**config.mk**
```make
export PLATFORM = sky130hd
export DESIGN_NAME = a2_card_top
export DESIGN_NICKNAME = d
export VERILOG_FILES = /design/src/a2_card_pkg.sv /design/src/a2_card_top.sv /design/src/panel_io.sv /design/src/scanline_shader.sv /design/src/audio_mixer.sv /design/src/card_bus_arbiter.sv /design/src/a2_card_regs.sv
export SDC_FILE = /design/constraint.sdc
export NUM_CORES = 1
export LEC_CHECK = 0
export BUFFER_PORTS_ARGS = -buffer_cell sky130_fd_sc_hd__clkbuf_2
export CAP_MARGIN = 10
export CORE_MARGIN = 3
export CORE_UTILIZATION = 47
export DETAILED_ROUTE_END_ITERATION = 16
export PLACE_DENSITY = 0.87
export SYNTH_ARGS = -nofsm -noshare
export SYNTH_HDL_FRONTEND = slang
export SYNTH_SLANG_ARGS = --single-unit
```
**constraint.sdc**
```tcl
create_clock -name clk_logic_w -period 4.9 [get_ports clk_logic_w]
set_input_delay 0.245 -clock clk_logic_w [delete_from_list [all_inputs] [get_ports clk_logic_w]]
set_output_delay 0.245 -clock clk_logic_w [all_outputs]
set_load 0.01 [all_outputs]
```
**src/a2_card_pkg.sv**
```systemverilog
// Shared widths, packed bus structs and APB register map, imported by the card glue modules
`default_nettype none

package a2_card_pkg;

    typedef logic [7:0] card_byte_t;            // Apple bus byte
    typedef logic [7:0] pixel_chan_t;
    typedef logic [9:0] screen_coord_t;
    typedef logic signed [15:0] audio_sample_t;
    typedef logic [9:0] card_audio_t;           // Unsigned card DAC level

    localparam int NUM_CARD_SRC = 5;

    typedef struct packed {
        logic       rd_en;
        card_byte_t data;
    } card_read_t;

    // Serial, sprite, Mockingboard, disk, card ROM
    typedef card_read_t [NUM_CARD_SRC-1:0] card_reads_t;

    typedef struct packed {
        pixel_chan_t r;
        pixel_chan_t g;
        pixel_chan_t b;
    } rgb_t;

    typedef struct packed {
        audio_sample_t sg_l;                    // Ensoniq left
        audio_sample_t sg_r;
        card_audio_t   ssp;                     // Sprite card, mono
        card_audio_t   mb_l;
        card_audio_t   mb_r;
        logic          speaker;
    } audio_src_t;

    typedef struct packed {
        audio_sample_t l;
        audio_sample_t r;
    } stereo_t;

    // Memory soft switch state as seen on the bus
    typedef struct packed {
        logic text;
        logic shrg;
        logic hires;
        logic ramwrt;
        logic store80;
    } mode_flags_t;

    typedef struct packed {
        logic scanlines_en;
        logic speaker_en;
        logic irq_out_en;
        logic data_out_en;
    } ctrl_t;

    typedef logic [3:0]  apb_addr_t;
    typedef logic [31:0] apb_data_t;

    typedef struct packed {
        logic      psel;
        logic      penable;
        logic      pwrite;
        apb_addr_t paddr;
        apb_data_t pwdata;
    } apb_req_t;

    typedef struct packed {
        apb_data_t prdata;
        logic      pready;
        logic      pslverr;
    } apb_rsp_t;

    localparam apb_addr_t REG_CTRL_ADDR   = 4'h0;   // ctrl_t in [3:0]
    localparam apb_addr_t REG_STATUS_ADDR = 4'h4;   // Overlay in [0], mode flags in [5:1]

endpackage

`default_nettype wire
```
**src/a2_card_top.sv**
```systemverilog
// Card glue top level, ties the APB register block to the bus, audio, video and panel paths
`timescale 1ns/10ps
`default_nettype none

module a2_card_top #(
    parameter bit SCANLINES_ENABLE     = 1'b0,
    parameter bit APPLE_SPEAKER_ENABLE = 1'b0,
    parameter bit IRQ_OUT_ENABLE       = 1'b1,
    parameter bit BUS_DATA_OUT_ENABLE  = 1'b1,
    parameter int DEBOUNCE_CYCLES      = 10000
) (
    input  wire                             clk_logic_w,
    input  wire                             rst_i,

    input  wire a2_card_pkg::apb_req_t      apb_req_i,
    output a2_card_pkg::apb_rsp_t           apb_rsp_o,

    input  wire a2_card_pkg::card_reads_t   card_reads_i,
    input  wire a2_card_pkg::card_byte_t    bus_data_i,
    input  wire [2:0]                       card_irq_n_i,
    output a2_card_pkg::card_byte_t         bus_data_o,
    output logic                            bus_data_en_o,
    output logic                            irq_n_o,

    input  wire a2_card_pkg::audio_src_t    audio_i,
    output a2_card_pkg::stereo_t            audio_o,

    input  wire a2_card_pkg::rgb_t          pixel_i,
    input  wire a2_card_pkg::screen_coord_t screen_y_i,
    output a2_card_pkg::rgb_t               pixel_o,

    input  wire                             button_i,
    input  wire a2_card_pkg::mode_flags_t   mode_flags_i,
    output logic [4:0]                      led_o
);

    import a2_card_pkg::*;

    ctrl_t ctrl_w;          // Enable bits from the host
    logic  overlay_on_w;

    a2_card_regs #(
        .SCANLINES_ENABLE    (SCANLINES_ENABLE),
        .APPLE_SPEAKER_ENABLE(APPLE_SPEAKER_ENABLE),
        .IRQ_OUT_ENABLE      (IRQ_OUT_ENABLE),
        .BUS_DATA_OUT_ENABLE (BUS_DATA_OUT_ENABLE)
    ) regs_i (
        .clk_logic_w (clk_logic_w),
        .rst_i       (rst_i),
        .apb_req_i   (apb_req_i),
        .apb_rsp_o   (apb_rsp_o),
        .overlay_on_i(overlay_on_w),
        .mode_flags_i(mode_flags_i),
        .ctrl_o      (ctrl_w)
    );

    card_bus_arbiter arbiter_i (
        .clk_logic_w  (clk_logic_w),
        .rst_i        (rst_i),
        .card_reads_i (card_reads_i),
        .bus_data_i   (bus_data_i),
        .card_irq_n_i (card_irq_n_i),
        .irq_out_en_i (ctrl_w.irq_out_en),
        .data_out_en_i(ctrl_w.data_out_en),
        .bus_data_o   (bus_data_o),
        .bus_data_en_o(bus_data_en_o),
        .irq_n_o      (irq_n_o)
    );

    audio_mixer mixer_i (
        .clk_logic_w (clk_logic_w),
        .rst_i       (rst_i),
        .audio_i     (audio_i),
        .speaker_en_i(ctrl_w.speaker_en),
        .audio_o     (audio_o)
    );

    scanline_shader shader_i (
        .clk_logic_w   (clk_logic_w),
        .rst_i         (rst_i),
        .pixel_i       (pixel_i),
        .screen_y_i    (screen_y_i),
        .scanlines_en_i(ctrl_w.scanlines_en),
        .pixel_o       (pixel_o)
    );

    panel_io #(
        .DEBOUNCE_CYCLES(DEBOUNCE_CYCLES)
    ) panel_i (
        .clk_logic_w (clk_logic_w),
        .rst_i       (rst_i),
        .button_i    (button_i),
        .mode_flags_i(mode_flags_i),
        .overlay_on_o(overlay_on_w),
        .led_o       (led_o)
    );

endmodule

`default_nettype wire

```
**src/panel_io.sv**
```systemverilog
// Front panel button debounce with overlay toggle, and LED drive from the memory mode flags
`timescale 1ns/10ps
`default_nettype none

module panel_io #(
    parameter int DEBOUNCE_CYCLES = 10000
) (
    input  wire                           clk_logic_w,
    input  wire                           rst_i,
    input  wire                           button_i,
    input  wire a2_card_pkg::mode_flags_t mode_flags_i,
    output logic                          overlay_on_o,
    output logic [4:0]                    led_o
);

    localparam int CNT_W = $clog2(DEBOUNCE_CYCLES + 1);

    logic [CNT_W-1:0] stable_cnt_q;     // Cycles the raw input has differed
    logic             btn_level_q;
    logic             btn_prev_q;
    logic             btn_rise_w;

    assign btn_rise_w = btn_level_q & ~btn_prev_q;

    always_ff @(posedge clk_logic_w) begin
        if (rst_i) begin
            stable_cnt_q <= '0;
            btn_level_q  <= 1'b0;
            btn_prev_q   <= 1'b0;
            overlay_on_o <= 1'b0;
        end else begin
            btn_prev_q <= btn_level_q;
            if (button_i == btn_level_q) begin
                stable_cnt_q <= '0;             // Bounce back restarts the count
            end else if (stable_cnt_q == CNT_W'(DEBOUNCE_CYCLES - 1)) begin
                btn_level_q  <= button_i;
                stable_cnt_q <= '0;
            end else begin
                stable_cnt_q <= stable_cnt_q + 1'b1;
            end

            if (btn_rise_w) begin
                overlay_on_o <= ~overlay_on_o;
            end
        end
    end

    // LEDs are active low, text mode on the top bit
    always_ff @(posedge clk_logic_w) begin
        if (rst_i) begin
            led_o <= '1;
        end else begin
            led_o <= ~{mode_flags_i.text, mode_flags_i.shrg, mode_flags_i.hires,
                       mode_flags_i.ramwrt, mode_flags_i.store80};
        end
    end

endmodule

`default_nettype wire

```
**src/scanline_shader.sv**
```systemverilog
// Halves each color channel on odd screen lines when the scanline effect is on
`timescale 1ns/10ps
`default_nettype none

module scanline_shader (
    input  wire                             clk_logic_w,
    input  wire                             rst_i,
    input  wire a2_card_pkg::rgb_t          pixel_i,
    input  wire a2_card_pkg::screen_coord_t screen_y_i,
    input  wire                             scanlines_en_i,
    output a2_card_pkg::rgb_t               pixel_o
);

    import a2_card_pkg::*;

    function automatic pixel_chan_t half(input pixel_chan_t c);
        return {1'b0, c[7:1]};
    endfunction

    logic dim_w;

    assign dim_w = scanlines_en_i & screen_y_i[0];  // Odd line

    always_ff @(posedge clk_logic_w) begin
        if (rst_i) begin
            pixel_o <= '0;
        end else if (dim_w) begin
            pixel_o.r <= half(pixel_i.r);
            pixel_o.g <= half(pixel_i.g);
            pixel_o.b <= half(pixel_i.b);
        end else begin
            pixel_o <= pixel_i;
        end
    end

endmodule

`default_nettype wire

```
**src/audio_mixer.sv**
```systemverilog
// Widens the card audio sources and sums them with the Ensoniq pair into a saturated stereo sample
`timescale 1ns/10ps
`default_nettype none

module audio_mixer (
    input  wire                          clk_logic_w,
    input  wire                          rst_i,
    input  wire a2_card_pkg::audio_src_t audio_i,
    input  wire                          speaker_en_i,
    output a2_card_pkg::stereo_t         audio_o
);

    import a2_card_pkg::*;

    // 16-bit signed plus three 13-bit unsigned terms fits in 18 bits
    localparam int SUM_W = 18;

    typedef logic signed [SUM_W-1:0] mix_sum_t;

    localparam mix_sum_t SAMPLE_MAX = 18'sd32767;
    localparam mix_sum_t SAMPLE_MIN = -18'sd32768;
    localparam mix_sum_t SPEAKER_LVL = 18'sd4096;

    // Card level times 8, zero extended
    function automatic mix_sum_t widen8(input card_audio_t v);
        return {5'd0, v, 3'd0};
    endfunction

    function automatic audio_sample_t saturate(input mix_sum_t s);
        if (s > SAMPLE_MAX) begin
            return SAMPLE_MAX[15:0];
        end else if (s < SAMPLE_MIN) begin
            return SAMPLE_MIN[15:0];
        end
        return s[15:0];
    endfunction

    mix_sum_t ssp_w;
    mix_sum_t spk_w;
    mix_sum_t sum_l_w;
    mix_sum_t sum_r_w;

    assign ssp_w = widen8(audio_i.ssp);     // Mono sprite goes to both sides
    assign spk_w = (speaker_en_i && audio_i.speaker) ? SPEAKER_LVL : '0;

    assign sum_l_w = mix_sum_t'(audio_i.sg_l) + ssp_w + widen8(audio_i.mb_l) + spk_w;
    assign sum_r_w = mix_sum_t'(audio_i.sg_r) + ssp_w + widen8(audio_i.mb_r) + spk_w;

    always_ff @(posedge clk_logic_w) begin
        if (rst_i) begin
            audio_o <= '0;
        end else begin
            audio_o.l <= saturate(sum_l_w);
            audio_o.r <= saturate(sum_r_w);
        end
    end

endmodule

`default_nettype wire

```
**src/card_bus_arbiter.sv**
```systemverilog
// Registered fixed-priority select of card read data onto the Apple bus, plus IRQ combining
`timescale 1ns/10ps
`default_nettype none

module card_bus_arbiter (
    input  wire                           clk_logic_w,
    input  wire                           rst_i,
    input  wire a2_card_pkg::card_reads_t card_reads_i,
    input  wire a2_card_pkg::card_byte_t  bus_data_i,
    input  wire [2:0]                     card_irq_n_i,
    input  wire                           irq_out_en_i,
    input  wire                           data_out_en_i,
    output a2_card_pkg::card_byte_t       bus_data_o,
    output logic                          bus_data_en_o,
    output logic                          irq_n_o
);

    import a2_card_pkg::*;

    card_byte_t sel_data_w;
    logic       any_rd_w;
    logic       irq_n_w;

    // Walk from lowest priority up so the lowest index is assigned last
    always_comb begin
        sel_data_w = bus_data_i;    // Nobody reading, bus byte passes
        any_rd_w   = 1'b0;
        for (int i = NUM_CARD_SRC - 1; i >= 0; i--) begin
            if (card_reads_i[i].rd_en) begin
                sel_data_w = card_reads_i[i].data;
                any_rd_w   = 1'b1;
            end
        end
    end

    // Open-drain style wired AND of the card interrupt lines
    assign irq_n_w = &card_irq_n_i;

    always_ff @(posedge clk_logic_w) begin
        if (rst_i) begin
            bus_data_o    <= '0;
            bus_data_en_o <= 1'b0;
            irq_n_o       <= 1'b1;
        end else begin
            bus_data_o    <= sel_data_w;
            bus_data_en_o <= any_rd_w & data_out_en_i;
            irq_n_o       <= irq_out_en_i ? irq_n_w : 1'b1;  // Released when IRQ out is off
        end
    end

endmodule

`default_nettype wire

```
**src/a2_card_regs.sv**
```systemverilog
// APB register block with one wait state, holds the enable bits and returns panel status
`timescale 1ns/10ps
`default_nettype none

module a2_card_regs #(
    parameter bit SCANLINES_ENABLE     = 1'b0,
    parameter bit APPLE_SPEAKER_ENABLE = 1'b0,
    parameter bit IRQ_OUT_ENABLE       = 1'b1,
    parameter bit BUS_DATA_OUT_ENABLE  = 1'b1
) (
    input  wire                           clk_logic_w,
    input  wire                           rst_i,
    input  wire a2_card_pkg::apb_req_t    apb_req_i,
    output a2_card_pkg::apb_rsp_t         apb_rsp_o,
    input  wire                           overlay_on_i,
    input  wire a2_card_pkg::mode_flags_t mode_flags_i,
    output a2_card_pkg::ctrl_t            ctrl_o
);

    import a2_card_pkg::*;

    localparam ctrl_t CTRL_RESET = '{
        scanlines_en: SCANLINES_ENABLE,
        speaker_en:   APPLE_SPEAKER_ENABLE,
        irq_out_en:   IRQ_OUT_ENABLE,
        data_out_en:  BUS_DATA_OUT_ENABLE
    };

    ctrl_t     ctrl_q;
    logic      pready_q;
    logic      pslverr_q;
    apb_data_t prdata_q;

    logic      access_w;
    logic      ctrl_hit_w;
    logic      status_hit_w;
    logic      err_w;
    apb_data_t rdata_w;

    assign access_w     = apb_req_i.psel & apb_req_i.penable;
    assign ctrl_hit_w   = (apb_req_i.paddr == REG_CTRL_ADDR);
    assign status_hit_w = (apb_req_i.paddr == REG_STATUS_ADDR);

    // Unmapped, or an attempt to write the read-only status
    assign err_w = ~(ctrl_hit_w | status_hit_w) | (status_hit_w & apb_req_i.pwrite);

    always_comb begin
        rdata_w = '0;
        if (ctrl_hit_w) begin
            rdata_w[3:0] = ctrl_q;
        end else if (status_hit_w) begin
            rdata_w[0]   = overlay_on_i;
            rdata_w[5:1] = mode_flags_i;
        end
    end

    always_ff @(posedge clk_logic_w) begin
        if (rst_i) begin
            ctrl_q    <= CTRL_RESET;
            pready_q  <= 1'b0;
            pslverr_q <= 1'b0;
        end else begin
            pready_q  <= access_w & ~pready_q;          // First access cycle is the wait state
            pslverr_q <= access_w & ~pready_q & err_w;
            // Write lands on the completing edge
            if (access_w && pready_q && apb_req_i.pwrite && ctrl_hit_w) begin
                ctrl_q <= apb_req_i.pwdata[3:0];
            end
        end
    end

    // Read data captured alongside pready
    always_ff @(posedge clk_logic_w) begin
        if (rst_i) begin
            prdata_q <= '0;
        end else if (access_w && !pready_q) begin
            prdata_q <= rdata_w;
        end
    end

    assign apb_rsp_o.prdata  = prdata_q;
    assign apb_rsp_o.pready  = pready_q;
    assign apb_rsp_o.pslverr = pslverr_q;
    assign ctrl_o            = ctrl_q;

endmodule

`default_nettype wire

```
* Word level (Yosys, flattened, before mapping)
Cells that the tools add are included.
** Word-level totals
- Register bits after elaboration :: 100
- Input bits :: 200
- Output and inout port bits :: 105
- Logic and storage cells :: 92
** Operators by class
- Add/sub/neg operators :: 7
- Magnitude comparators :: 4
- Equality and inequality tests :: 3
- Mux-type cells :: 27
- Bitwise operators :: 16
- Reduce and logical (&&, ||, !) cells :: 12
** Operators by type and width (count)
- 16-bit two-way mux :: 6
- 8-bit two-way mux :: 5
- 18-bit by 14-bit adder with 18-bit output :: 2
- 18-bit adder :: 2
- 18-bit by 16-bit greater-than comparator with 1-bit output (second input constant) :: 2
- 18-bit by 16-bit < comparator with 1-bit output (second input constant) :: 2
- 16-bit by 14-bit adder with 17-bit output :: 2
- 23-bit two-way mux :: 1
- 14-bit by 1-bit adder with 14-bit output (second input constant) :: 1
- 14-bit == test (second input constant) :: 1
- 13-bit two-way mux :: 1
- 1-bit two-way mux :: 11
- 1-bit AND :: 7
- 6-bit two-way mux :: 1
- 1-bit inverter :: 6
- 1-bit logical AND :: 5
- 5-bit inverter :: 1
- 4-bit by 3-bit == test with 1-bit output (second input constant) :: 1
- 4-bit logical NOT :: 1
- 4-bit two-way mux :: 1
- 2-bit OR reduction :: 2
- 3-bit AND reduction :: 1
- 3-bit OR reduction :: 1
- 2-bit two-way mux :: 1
- 4 further kinds :: 5

* Logic depth before layout (Yosys ltp)
Gate-level depths: netlist of run 1.
- Depth after elaboration :: 8
- Mapped depth :: 19
- Depth with buffers taken out :: 18

* By module
Synthesis of run 1 repeated with hierarchy kept, for this count alone.
** Unflattened totals
- Cell total of the unflattened synthesis :: 648
- Area total of the unflattened synthesis :: 6053.3 µm²
** By module, submodules not included
- audio_mixer :: times used 1, cells an instance 326, area each 2892.8 µm², sequential area each 640.6 µm²
- scanline_shader :: times used 1, cells an instance 78, area each 903.4 µm², sequential area each 480.5 µm²
- panel_io :: times used 1, cells an instance 89, area each 870.8 µm², sequential area each 440.4 µm²
- a2_card_regs :: times used 1, cells an instance 87, area each 762.0 µm², sequential area each 240.2 µm²
- card_bus_arbiter :: times used 1, cells an instance 68, area each 624.3 µm², sequential area each 200.2 µm²

* Worst setup path after synthesis of run 1
Ideal clock, no wire load.
- Path kind :: input to register
- Start :: input port audio_i[21] (netlist bit)
- End :: register, netlist name mixer_i.audio_o[13]
- Library setup time :: 0.114 ns
- Arrival :: 3.542 ns
- Required time :: 4.786 ns
- Path slack :: 1.244 ns
- Stages :: 17
- Path buffers :: 1
- Cell sequence :: ha_1 inv_1 fa_1 nor2b_1 o31a_1 o21a_1 nor2_1 xnor2_1 ha_1 ha_1 or4_1 o22a_1 a31oi_1 nor2_1 a211o_4 buf_6 a21o_1
** On the way
- Cells in the longest elaborated chain, start to end :: 8
- Elaborated cells between the ends (all ways) :: 10
- Those cells by class :: add/sub: 3; order compare: 2; mux: 5
** Ends and longest elaborated chain
- start, declared :: RTL line a2_card_top.sv:25 : input wire a2_card_pkg::audio_src_t audio_i,
- 16-bit by 14-bit adder with 17-bit output * :: RTL line audio_mixer.sv:47 : assign sum_r_w = mix_sum_t'(audio_i.sg_r) + ssp_w + widen8(audio_i.mb_r) + spk_w;
- 18-bit by 14-bit adder with 18-bit output * :: RTL line audio_mixer.sv:47
- 18-bit adder * :: RTL line audio_mixer.sv:47
- 18-bit by 16-bit < comparator with 1-bit output :: RTL line audio_mixer.sv:32 : end else if (s < SAMPLE_MIN) begin
- 1-bit two-way mux :: RTL line audio_mixer.sv:32
- 1-bit two-way mux :: RTL line audio_mixer.sv:30 : if (s > SAMPLE_MAX) begin
- 1-bit two-way mux :: RTL line audio_mixer.sv:50 : if (rst_i) begin
- 16-bit two-way mux * :: RTL line audio_mixer.sv:35 : return s[15:0];
Every way passes the cells marked *; elsewhere a longest branch is shown, timed or not. The select of a mux whose other input is x is not followed.
A chain may end at the register's enable or synchronous reset.

* Final worst setup path of run 1
- Start :: input port audio_i[21] (netlist bit)
- End :: register, netlist name mixer_i.audio_o[27]
** On the way
- Cells in the longest elaborated chain, start to end :: 8
- Elaborated cells between the ends (all ways) :: 10
- Those cells by class :: add/sub: 3; order compare: 2; mux: 5
** Ends and longest elaborated chain
- 16-bit by 14-bit adder with 17-bit output * :: RTL line audio_mixer.sv:46 : assign sum_l_w = mix_sum_t'(audio_i.sg_l) + ssp_w + widen8(audio_i.mb_l) + spk_w;
- 18-bit by 14-bit adder with 18-bit output * :: RTL line audio_mixer.sv:46
- 18-bit adder * :: RTL line audio_mixer.sv:46
- 18-bit by 16-bit < comparator with 1-bit output :: RTL line audio_mixer.sv:32
- 1-bit two-way mux :: RTL line audio_mixer.sv:32
- 1-bit two-way mux :: RTL line audio_mixer.sv:30
- 1-bit two-way mux :: RTL line audio_mixer.sv:50
- 16-bit two-way mux * :: RTL line audio_mixer.sv:35
Marked as above.

==> reports/metrics.yaml, run 1 <==
clock_network:
  cts_made_buffers: 9
  cts_tree: "built"
  post_cts_resized: 0
  cts_htree_levels: 3
  cts-root-buf: "clkbuf_16"
  cts_hold_buf: 0
  cts_setup_buffers: 0
  cts_sinks: 100
  clk-insertion-delay-late_ns: 0.35
  cts_buffer_depth: 2
  path_clk_slew_ns: 0.07
floorplanning:
  dieArea_um2: 14700
  rows: 41
  die_w_um: 121
  dieHeight_um: 121
  core_um2: 12800
  initial_utilization_pct: 48.7
  ios: 305
worst_setup_path:
  critical_path_class: "in2reg"
  critPathArrivalTime_ns: 4.28
  crit_required_ns: 5.19
  start_kind: "input port"
  cp_max_fo: 11
  cp-end-kind: "flip-flop"
sta:
  relSlewSlack_pct: 46.0
  worstMarginPinSlew_ns: 0.810
  finalSetupTns_ns: 0
  max_freq_mhz: 250
  period_needed_ns: 3.99
  setup_viol: 0
  rsz0062_at_grt: "no"
  setup_ws_ns: 0.906
  hold_viol: 0
  fin_skew_ns: 0.00569
  maxSlewViolCount: 0
  finalCritPeriodShare_pct: 81.5
detailed_routing:
  dr.pass1.iters: 5
  antenna_left: 0
  wl_per_cell_um: 14.5
  totalWireLength_mm: 16.4
  num_vias: 5890
  drt_iter0_markers: 363
  drc: 0
  via_per_inst: 5.22
synthesis:
  synthTopCellsByArea: "dfxtp_1 (32%), ha_1 (12%), a21oi_1 (5.4%)"
  yosys_warnings: 0
  synth_edf_count: 0
  syn_avg_cell_area_um2: 8.53
  synth_top_area_share_pct: 32.2
  async_flop_share_pct: 0
  netlist_area_um2: 6220
  synth_cell_types: 67
  synth_area_leader_cell: "dfxtp_1"
  ys.flop_type: "dfxtp_1"
  synth_cells: 729
  seq_area_frac_synth_pct: 32.2
  ys_ff_latch: 100
grt:
  use_met2_pct: 37.4
  use_met1_pct: 26.8
  busiest_layer: "met2"
  grtUsageTotal_pct: 21.9
  use_met3_pct: 4.57
  grt_pass1_vias: 5571
  grt-ovfl-total: 0
  antenna_found_initial: 0
  grt_max_degree: 62
  grt_first_pass_wirelength_mm: 26.0
power:
  p_per_area_nw_per_um2: 335
  irDropWorstVdd_mv: 0.213
  p_leak_nw: 4.00
cells_and_area:
  final_cell_mix: "clkbuf_2 (241), dfxtp_1 (100), nor2_1 (77)"
  drive_above_1_share_pct: 28.5
  layout_commonest_cell: "clkbuf_2"
  area_delta_synth_final_pct: 24.0
  fin_nets: 1217
  antenna_cells: 0
  fillers: 1098
place:
  place_congestion: 0.890
  hpwlAfterDp_mm: 13.4
  detailedPlace.worstSlack_ns: 0.595
  portBuffers: 241
worst_hold_path:
  hold_class: "in2reg"
job:
  cap_violations: 0
run_status:
  status: "complete, no violations"
[power by group]
part           switching (mW)  internal [mW]
combinational           0.514          0.437
sequential             0.0261          0.913
clock                   0.330          0.368
[path summary, 6_finish.rpt]
path / start / end / slack (ns) / depth (start not counted)
setup / recovery: audio_i[21] / mixer_i.audio_o[27] / 0.91 / 19
hold / removal: mode_flags_i[2] / panel_i.led_o[2] / 0.08 / 2
setup reg to reg: regs_i.ctrl_o[2] / mixer_i.audio_o[27] / 1.74 / 10
hold reg to reg: regs_i.prdata_q[4] / regs_i.prdata_q[4] / 0.46 / 2
[final cells by class]
type	count	area, µm²	area share [%]
flip-flops and latches	100	2000	25.9
clock inverters	6	51.3	0.665
multi-input cells	572	3890	50.4
repair buffers	243	1220	15.8
well taps	172	215	2.79
inverters	26	97.6	1.26
clock buffers	10	239	3.10
[sequential cells by signal (all words and copies together), names as in the netlist]
signal	count
regs_i.pready_q	1
regs_i.pslverr_q	1
regs_i.prdata_q	6
regs_i.ctrl_o	4
shader_i.pixel_o	24
panel_i.led_o	5
panel_i.btn_level_q	1
arbiter_i.irq_n_o	1
panel_i.stable_cnt_q	14
panel_i.overlay_on_o	1
panel_i.btn_prev_q	1
arbiter_i.bus_data_o	8
arbiter_i.bus_data_en_o	1
mixer_i.audio_o	32
[metal layers]
layer	vias up	part of all wire [%]	wire length [µm]
li1	2951	-	-
met1	2692	42	6930
met2	217	49	8080
met3	30	5.8	955
met4	0	2.6	427
met5	-	0	0
[logic make-up after synthesis]
| group | after synthesis | share of synthesized area (%) |
|---|---|---|
| AO/OA/AOI/OAI | 188 | 20.3 |
| multiplexers | 24 | 3.94 |
| adder cells (fa/ha/maj) | 65 | 13.8 |
| XOR/XNOR | 44 | 6.19 |
| buffers and inverters | 82 | 6.80 |
| flip-flops | 100 | 32.2 |
| other | 1 | 0.0603 |
| AND/OR/NAND/NOR | 225 | 16.7 |
[synth_stat cells, types with 5 or more instances]
library cell,n
a21o_1,36
a21oi_1,67
and3_1,5
buf_1,6
buf_4,28
clkbuf_1,19
dfxtp_1,100
fa_1,6
ha_1,59
inv_1,26
mux2i_1,20
nand2_1,73
nand2b_1,12
nand3_1,10
nand4_1,9
nor2_1,77
nor2b_1,8
nor3_1,9
nor3b_1,5
o211ai_1,7
o21a_1,8
o21ai_0,18
xnor2_1,30
xor2_1,14
[critical path, cell delays in order]
cell and delay (ns):
clkbuf_2 0.10, ha_1 0.22, inv_1 0.07, fa_1 0.20, nor2b_1 0.07, o31ai_1 0.38, nand2b_1 0.10, a21oi_1 0.18
xnor2_1 0.16, ha_1 0.26, ha_1 0.34, o21ai_0 0.11, nand2b_1 0.11, o311ai_1 0.19, or3_1 0.45, nor2_1 0.12
o211ai_1 0.12, a21oi_1 0.66, a31o_1 0.19
[stage by stage]
step,hold WS [ns],power [mW],std cells,cell area (µm²),utilization (%)
floorplan,0.319,1.62,754,6310,-
global placement,0.423,1.87,1113,7430,58.1
detailed placement,0.429,1.89,1113,7430,58.1
CTS,0.0531,2.61,1129,7720,60.4
global route,0.0721,2.75,1129,7720,60.4
finish,0.0789,2.59,1129,7720,60.4
Note: power is estimated with default switching activity, not from simulation.
==> inputs of run 2 (changes only) <==
==> constraint.sdc (replaced) <==
create_clock -name clk_logic_w -period 4.1 [get_ports clk_logic_w]
set_input_delay 0.205 -clock clk_logic_w [delete_from_list [all_inputs] [get_ports clk_logic_w]]
set_output_delay 0.205 -clock clk_logic_w [all_outputs]
set_load 0.01 [all_outputs]
==> run 2 against run 1 <==
First-iteration DRC count down 19%. Clock skew is 0.00061 ns higher. Hold slack got worse by 0.057 ns. Critical path depth down 3. Via count shrank 0.17%. Die area did not move. Sequential share of layout area fell by 0.31 points. Core utilization increased by 0.73 points. Wire length grew 0.54%. Global-route usage is essentially flat. Combinational power up 22%. Critical path type unchanged.
==> reports/metrics.yaml, run 2 (synthesized netlist as in run 1, its figures left out) <==
run_status:
  status: "complete, no violations"  # unchanged
cells_and_area:
  seq_area_um2: 2000  # unchanged
  final_cell_mix: "clkbuf_2 (241), dfxtp_1 (100), nor2_1 (77)"  # unchanged
  largest_registers: "mixer_i.audio_o x32, shader_i.pixel_o x24, panel_i.stable_cnt_q x14"  # unchanged
  largest_reg_flops: 32  # unchanged
  multi_input_area_um2: 3900  # was 3890 µm²
  largest_register: "mixer_i.audio_o"  # unchanged
  area_delta_synth_final_pct: 25.5  # was 24.0%
  drive_above_1_share_pct: 29.3  # was 28.5%
  fillers: 1107  # was 1098
  fin_nets: 1225  # was 1217
  layout_commonest_cell: "clkbuf_2"  # unchanged
power:
  total_power_mw: 3.18  # was 2.59 mW
  netSwitchingFraction_pct: 32.9  # was 33.6%
  clock_power_share_pct: 28.1  # was 27.0%
  switching_power_mw: 1.04  # was 0.870 mW
  p_int_mw: 2.13  # was 1.72 mW
  irDropWorstVdd_mv: 0.250  # was 0.213 mV
  p_per_area_nw_per_um2: 407  # was 335 nW/µm²
  comb_power_share_pct: 36.5  # was 36.7%
  p_leak_nw: 4.05  # was 4.00 nW
  pwr-share-seq_pct: 35.4  # was 36.3%
worst_setup_path:
  critical_path_class: "in2reg"  # unchanged
  crit_required_ns: 4.35  # was 5.19 ns
  worstReg2RegStart: "regs_i.ctrl_o[2]"  # unchanged
  cp-end-kind: "flip-flop"  # unchanged
  r2r_slack_ns: 1.17  # was 1.74 ns
  cp_max_fo: 15  # was 11
  start_kind: "input port"  # unchanged
  r2r_cells: 10  # unchanged
  cp_top_family: "compound AO/OA/AOI/OAI gates"  # unchanged
  path_cells: "clkbuf_2 > ha_1 > a211oi_1 > o21ai_1 > a21o_1 > a21o_1 > a21oi_1 > xnor2_1 > fa_1 > ha_1 > o21ai_0 > a21oi_1 > o22ai_4 > o41ai_2 > a211o_4 > a31o_1"  # was clkbuf_2 > ha_1 > inv_1 > fa_1 > nor2b_1 > o31ai_1 > nand2b_1 > a21oi_1 > xnor2_1 > ha_1 > ha_1 > o21ai_0 > nand2b_1 > o311ai_1 > or3_1 > nor2_1 > o211ai_1 > a21oi_1 > a31o_1
  critical_path.slowest_cell: "fa_1"  # was a21oi_1
  critPathBufInv: 1  # was 2
  critPathArrivalTime_ns: 3.95  # was 4.28 ns
  cpPeakStageDelay_ns: 0.46  # was 0.66 ns
  reg2reg_to: "mixer_i.audio_o[27]"  # unchanged
worst_hold_path:
  min_path_cells: 2  # unchanged
  hp-start: "mode_flags_i[3]"  # was mode_flags_i[2]
  hold_class: "in2reg"  # unchanged
  hold-path-endpoint: "panel_i.led_o[3]"  # was panel_i.led_o[2]
sta:
  finalCritPeriodShare_pct: 90.3
  rsz0062_at_grt: "no"  # unchanged
  setup_ws_ns: 0.396  # was 0.906 ns
  period_needed_ns: 3.70
  fin_skew_ns: 0.00630  # was 0.00569 ns
  setup_viol: 0  # unchanged
  worstMarginPinSlew_ns: 0.805  # was 0.810 ns
  hold_viol: 0  # unchanged
  relSlewSlack_pct: 46.4  # was 46.0%
  max_freq_mhz: 270
  maxSlewViolCount: 0  # unchanged
detailed_routing:
  antenna_left: 0  # unchanged
  wl_per_cell_um: 14.5  # about the same
  totalWireLength_mm: 16.5  # was 16.4 mm
  drc: 0  # unchanged
  dr.pass1.iters: 5  # unchanged
  via_per_inst: 5.17  # was 5.22
  drt_iter0_markers: 293  # was 363
  num_vias: 5880  # was 5890
floorplanning:
  initial_utilization_pct: 48.7  # unchanged
  dieArea_um2: 14700  # unchanged
  die_w_um: 121  # unchanged
  rows: 41  # unchanged
  ios: 305  # unchanged
  dieHeight_um: 121  # unchanged
  core_um2: 12800  # unchanged
clock_network:
  cts_sinks: 100  # unchanged
  cts_made_buffers: 9  # unchanged
  cts_buffer_depth: 2  # unchanged
  cts_setup_buffers: 0  # unchanged
  clk-insertion-delay-late_ns: 0.35  # about the same
  path_clk_slew_ns: 0.08  # was 0.07 ns
  cts_tree: "built"  # unchanged
  cts_htree_levels: 3  # unchanged
  cts-root-buf: "clkbuf_16"  # unchanged
place:
  detailedPlace.worstSlack_ns: -0.0538  # was 0.595 ns
  portBuffers: 241  # unchanged
  place_congestion: 0.906  # was 0.890
  hpwlAfterDp_mm: 13.6  # was 13.4 mm
grt:
  grt_max_degree: 42  # was 62
  grt-ovfl-total: 0  # unchanged
  grtUsageTotal_pct: 21.9  # about the same
  grt_first_pass_wirelength_mm: 25.8  # was 26.0 mm
  antenna_found_initial: 1  # was 0
  grt_pass1_vias: 5527  # was 5571
job:
  cap_violations: 0  # unchanged
[run 2: metal layers]
layer	wire length (µm)	part of all wire, %	vias up	GRT usage [%]
met5	0	0	-	0
met4	500	3.0	0	9.14
met3	1100	6.7	39	5.17
met2	8030	49	211	37.6
met1	6850	42	2660	26.3
li1	-	-	2970	-
[run 2: area by class of cell]
cell class	instances	area share, %
Multi-Input combinational cell	572	49.9
Sequential cell	100	25.6
Timing Repair Buffer	251	16.4
Clock buffer	10	3.06
Tap cell	172	2.76
Inverter	26	1.25
Clock inverter	6	0.977
Antenna cell	1	0.0320
[run 2: stage by stage]
stage | hold slack, ns | std cells | setup TNS, ns | util, % | cell area [µm²]
2_1_floorplan | 0.279 | 754 | 0 | - | 6310
3_3_place_gp | 0.388 | 1121 | -0.0313 | 58.6 | 7490
3_5_place_dp | 0.389 | 1121 | -0.276 | 58.6 | 7490
4_1_cts | 0.0170 | 1137 | 0 | 61.1 | 7800
5_1_grt | 0.0314 | 1138 | 0 | 61.1 | 7810
6_report | 0.0214 | 1138 | 0 | 61.1 | 7810
[run 2: worst register-to-register path: cells and delay by family (launching register included)]
kind,cells,cell delay [ns]
AOI/OAI and AO/OA,3,0.80
adders and majority gates,2,0.68
DFF,1,0.36
and+or+nand+nor,5,1.03
[run 2: timing repair]
action | CTS | global route
setup endpoints to repair | 0 | 11
resized for setup | 0 | 2
hold buffers | 0 | 0
[run 2: how the worst max path moves through the flow]
stage	from	endpoint	cells after the start
after floorplan	audio_i[21]	mixer_i.audio_o[13]	17
after global placement	audio_i[22]	mixer_i.audio_o[27]	16
after detailed placement	audio_i[22]	mixer_i.audio_o[27]	16
after CTS	audio_i[22]	mixer_i.audio_o[27]	16
after global routing	audio_i[27]	mixer_i.audio_o[27]	16
final	audio_i[22]	mixer_i.audio_o[11]	16
[run 2: power groups by stage]
stage	combinational, mW	sequential (mW)	clock, mW
6_report	1.16	1.12	0.894
4_1_cts	1.15	1.13	0.910
3_3_place_gp	1.11	1.14	0
3_5_place_dp	1.14	1.15	0
2_1_floorplan	0.732	1.21	0
5_1_grt	1.29	1.13	0.954
==> inputs of run 3 (changes only) <==
--- a/config.mk
+++ b/config.mk
@@ -5,12 +5,13 @@
 export SDC_FILE = /design/constraint.sdc
 export NUM_CORES = 1
 export LEC_CHECK = 0
+export ABC_AREA = 1
 export BUFFER_PORTS_ARGS = -buffer_cell sky130_fd_sc_hd__clkbuf_2
 export CAP_MARGIN = 10
 export CORE_MARGIN = 3
-export CORE_UTILIZATION = 47
+export CORE_UTILIZATION = 48
 export DETAILED_ROUTE_END_ITERATION = 16
-export PLACE_DENSITY = 0.87
+export PLACE_DENSITY = 0.79
 export SYNTH_ARGS = -nofsm -noshare
 export SYNTH_HDL_FRONTEND = slang
 export SYNTH_SLANG_ARGS = --single-unit
==> run 3 against run 2 <==
Flip-flop and latch count did not move. Area after synthesis rose by 6.6%. Register-to-register slack improved by 0.03 ns. Clock power fell by 13%. Critical endpoint is now mixer_i.audio_o[19]. Largest cell class unchanged. Largest power group unchanged.
==> reports/metrics.yaml, run 3 <==
sta:
  relSlewSlack_pct: 24.2  # was 46.4%
  period_needed_ns: 3.49  # was 3.70 ns
  finalCritPeriodShare_pct: 85.1  # was 90.3%
  setup_ws_ns: 0.612  # was 0.396 ns
  rsz0062_at_grt: "no"  # unchanged
  hold_viol: 0  # unchanged
  holdWs_ns: 0.0468  # was 0.0214 ns
  worstMarginPinSlew_ns: 1.14  # was 0.805 ns
  finalSetupTns_ns: 0  # unchanged
  fin_skew_ns: 0.00533  # was 0.00630 ns
  setup_viol: 0  # unchanged
  maxSlewViolCount: 0  # unchanged
  max_freq_mhz: 287  # was 270 MHz
synthesis:
  synth_top_area_share_pct: 30.2  # was 32.2%
  netlist_area_um2: 6630  # was 6220 µm²
  seq_area_frac_synth_pct: 30.2  # was 32.2%
  ys_ff_latch: 100  # unchanged
  synthTopCellsByArea: "dfxtp_1 (30%), ha_1 (11%), nand2_1 (8.1%)"  # was dfxtp_1 (32%), ha_1 (12%), a21oi_1 (5.4%)
  async_flop_share_pct: 0  # unchanged
  synth_area_leader_cell: "dfxtp_1"  # unchanged
  yosys_warnings: 0  # unchanged
  netlist_top_cells_count: "nand2_1 (143), dfxtp_1 (100), nor2_1 (95)"  # was dfxtp_1 (100), nor2_1 (77), nand2_1 (73)
  syn_avg_cell_area_um2: 7.61  # was 8.53 µm²
  yosysMostFrequentCell: "nand2_1"  # was dfxtp_1
  synth_cell_types: 44  # was 67
  synth_cells: 871  # was 729
  ys.flop_type: "dfxtp_1"  # unchanged
  synth_edf_count: 0  # unchanged
floorplanning:
  ios: 305  # unchanged
  dieHeight_um: 124  # was 121 µm
  dieArea_um2: 15300  # was 14700 µm²
  die_w_um: 124  # was 121 µm
  initial_utilization_pct: 49.5  # was 48.7%
  rows: 42  # was 41
  core_um2: 13400  # was 12800 µm²
worst_setup_path:
  crit_required_ns: 4.29  # was 4.35 ns
  cp-end-kind: "flip-flop"  # unchanged
  path_cells: "clkbuf_2 > ha_1 > a21oi_1 > nand2_1 > a21oi_1 > nor2_1 > nor2_1 > xnor2_1 > fa_1 > ha_1 > a21o_1 > a31oi_1 > nand3_1 > nand3_4 > nand2_4 > a21oi_4 > inv_2 > nand2_4 > a21oi_1"  # was clkbuf_2 > ha_1 > a211oi_1 > o21ai_1 > a21o_1 > a21o_1 > a21oi_1 > xnor2_1 > fa_1 > ha_1 > o21ai_0 > a21oi_1 > o22ai_4 > o41ai_2 > a211o_4 > a31o_1
  cpPeakStageDelay_ns: 0.44  # was 0.46 ns
  critical_path.slowest_cell: "fa_1"  # unchanged
  critPathArrivalTime_ns: 3.67  # was 3.95 ns
  cp_max_fo: 15  # unchanged
  cp_common_cell: "a21oi_1"
  start_kind: "input port"  # unchanged
  critical_path_class: "in2reg"  # unchanged
clock_network:
  post_cts_resized: 0  # unchanged
  cts_made_buffers: 9  # unchanged
  cts_buffer_depth: 2  # unchanged
  cts_setup_buffers: 0  # unchanged
  cts_hold_buf: 0  # unchanged
  clk-insertion-delay-late_ns: 0.33  # was 0.35 ns
  cts_sinks: 100  # unchanged
  cts_tree: "built"  # unchanged
  path_clk_slew_ns: 0.07  # was 0.08 ns
  cts-root-buf: "clkbuf_16"  # unchanged
  cts_htree_levels: 3  # unchanged
grt:
  antenna_found_initial: 0  # was 1
  grt_pass1_vias: 5639  # was 5527
  grt_first_pass_wirelength_mm: 25.7  # was 25.8 mm
  grt-ovfl-total: 0  # unchanged
  grtUsageTotal_pct: 20.9  # was 21.9%
  grt_max_degree: 45  # was 42
cells_and_area:
  multi_input_area_um2: 4030  # was 3900 µm²
  seq_area_um2: 2000  # unchanged
  fillers: 1282  # was 1107
  layout_commonest_cell: "clkbuf_2"  # unchanged
  largest_register: "mixer_i.audio_o"  # unchanged
  antenna_cells: 0  # was 1
  area_delta_synth_final_pct: 22.1  # was 25.5%
  fin_nets: 1361  # was 1225
  largest_reg_flops: 32  # unchanged
  largest_registers: "mixer_i.audio_o x32, shader_i.pixel_o x24, panel_i.stable_cnt_q x14"  # unchanged
  final_cell_mix: "clkbuf_2 (241), nand2_1 (143), dfxtp_1 (100)"  # was clkbuf_2 (241), dfxtp_1 (100), nor2_1 (77)
  drive_above_1_share_pct: 29.5  # was 29.3%
detailed_routing:
  drt_iter0_markers: 246  # was 293
  drc: 0  # unchanged
  num_vias: 6237  # was 5880
  totalWireLength_mm: 16.5  # about the same
  dr.pass1.iters: 4  # was 5
  wl_per_cell_um: 12.9  # was 14.5 µm
  antenna_left: 0  # unchanged
  via_per_inst: 4.89  # was 5.17
place:
  portBuffers: 241  # unchanged
  hpwlAfterDp_mm: 13.8  # was 13.6 mm
  detailedPlace.worstSlack_ns: 0.285  # was -0.0538 ns
  place_congestion: 0.921  # was 0.906
job:
  cap_violations: 0  # unchanged
run_status:
  status: "complete, no violations"  # unchanged
power:
  p_per_area_nw_per_um2: 391  # was 407 nW/µm²
  irDropWorstVdd_mv: 0.248  # was 0.250 mV
  p_leak_nw: 4.27  # was 4.05 nW
worst_hold_path:
  hold_class: "in2reg"  # unchanged
-- run 3: metrics by stage --
step | power [mW] | cells | util [%] | area, µm²
floorplan | 2.09 | 896 | - | 6730
detailed placement | 2.41 | 1261 | 58.4 | 7820
global placement | 2.39 | 1261 | 58.4 | 7820
finish | 3.17 | 1276 | 60.4 | 8100
global route | 3.42 | 1276 | 60.4 | 8100
CTS | 3.20 | 1276 | 60.4 | 8100
-- run 3: cells by family (layout without fill, tap and decap cells) --
kind of cell / after synthesis / in the layout / share of synthesized area [%]
muxes: 16 / 16 / 2.42
adders and majority gates: 65 / 65 / 12.9
other: 1 / 26 / 0.0565
xor gates and xnor gates: 41 / 41 / 5.81
AOI/OAI and AO/OA: 175 / 175 / 15.5
DFF: 100 / 100 / 30.2
buffers and inverters: 148 / 352 / 10.5
and+or+nand+nor: 325 / 325 / 22.6
-- run 3: critical path, delay by kind of cell --
kind | cells | cell delay [ns]
XOR/XNOR | 1 | 0.14
AO/OA/AOI/OAI | 6 | 1.03
adder cells (fa/ha/maj) | 3 | 1.17
AND/OR/NAND/NOR | 7 | 0.91
buffers and inverters | 2 | 0.17
-- run 3: routing by layer --
metal | global-route usage [%] | up-vias | part of all wire, %
met5 | 0 | - | 0
li1 | - | 3259 | -
met1 | 24.0 | 2740 | 40
met3 | 3.98 | 27 | 7.3
met2 | 38.3 | 211 | 50
met4 | 7.75 | 0 | 2.9
-- run 3: path summary, 6_finish.rpt --
| path | from | end | slack (ns) | cells past startpoint |
|---|---|---|---|---|
| max | audio_i[23] | mixer_i.audio_o[19] | 0.61 | 19 |
| min | mode_flags_i[0] | panel_i.led_o[0] | 0.05 | 2 |
| max reg2reg | regs_i.ctrl_o[2] | mixer_i.audio_o[19] | 1.20 | 13 |
| min reg2reg | regs_i.ctrl_o[1] | arbiter_i.irq_n_o | 0.43 | 1 |
-- run 3: final cells by class --
| type | instances | share of cell area [%] |
|---|---|---|
| tap | 176 | 2.72 |
| inverter | 94 | 4.36 |
| timing repair buffer | 243 | 15.1 |
| multi-input combinational | 648 | 49.7 |
| clock inverter | 6 | 0.618 |
| sequential | 100 | 24.7 |
| clock buffer | 9 | 2.78 |
-- run 3: report_power, final --
part           leakage, nW  total, mW  internal (mW)  switching [mW]
logic                 3.32       1.29          0.534           0.755
clock network        0.122      0.781          0.414           0.366
registers            0.829       1.10           1.07          0.0261
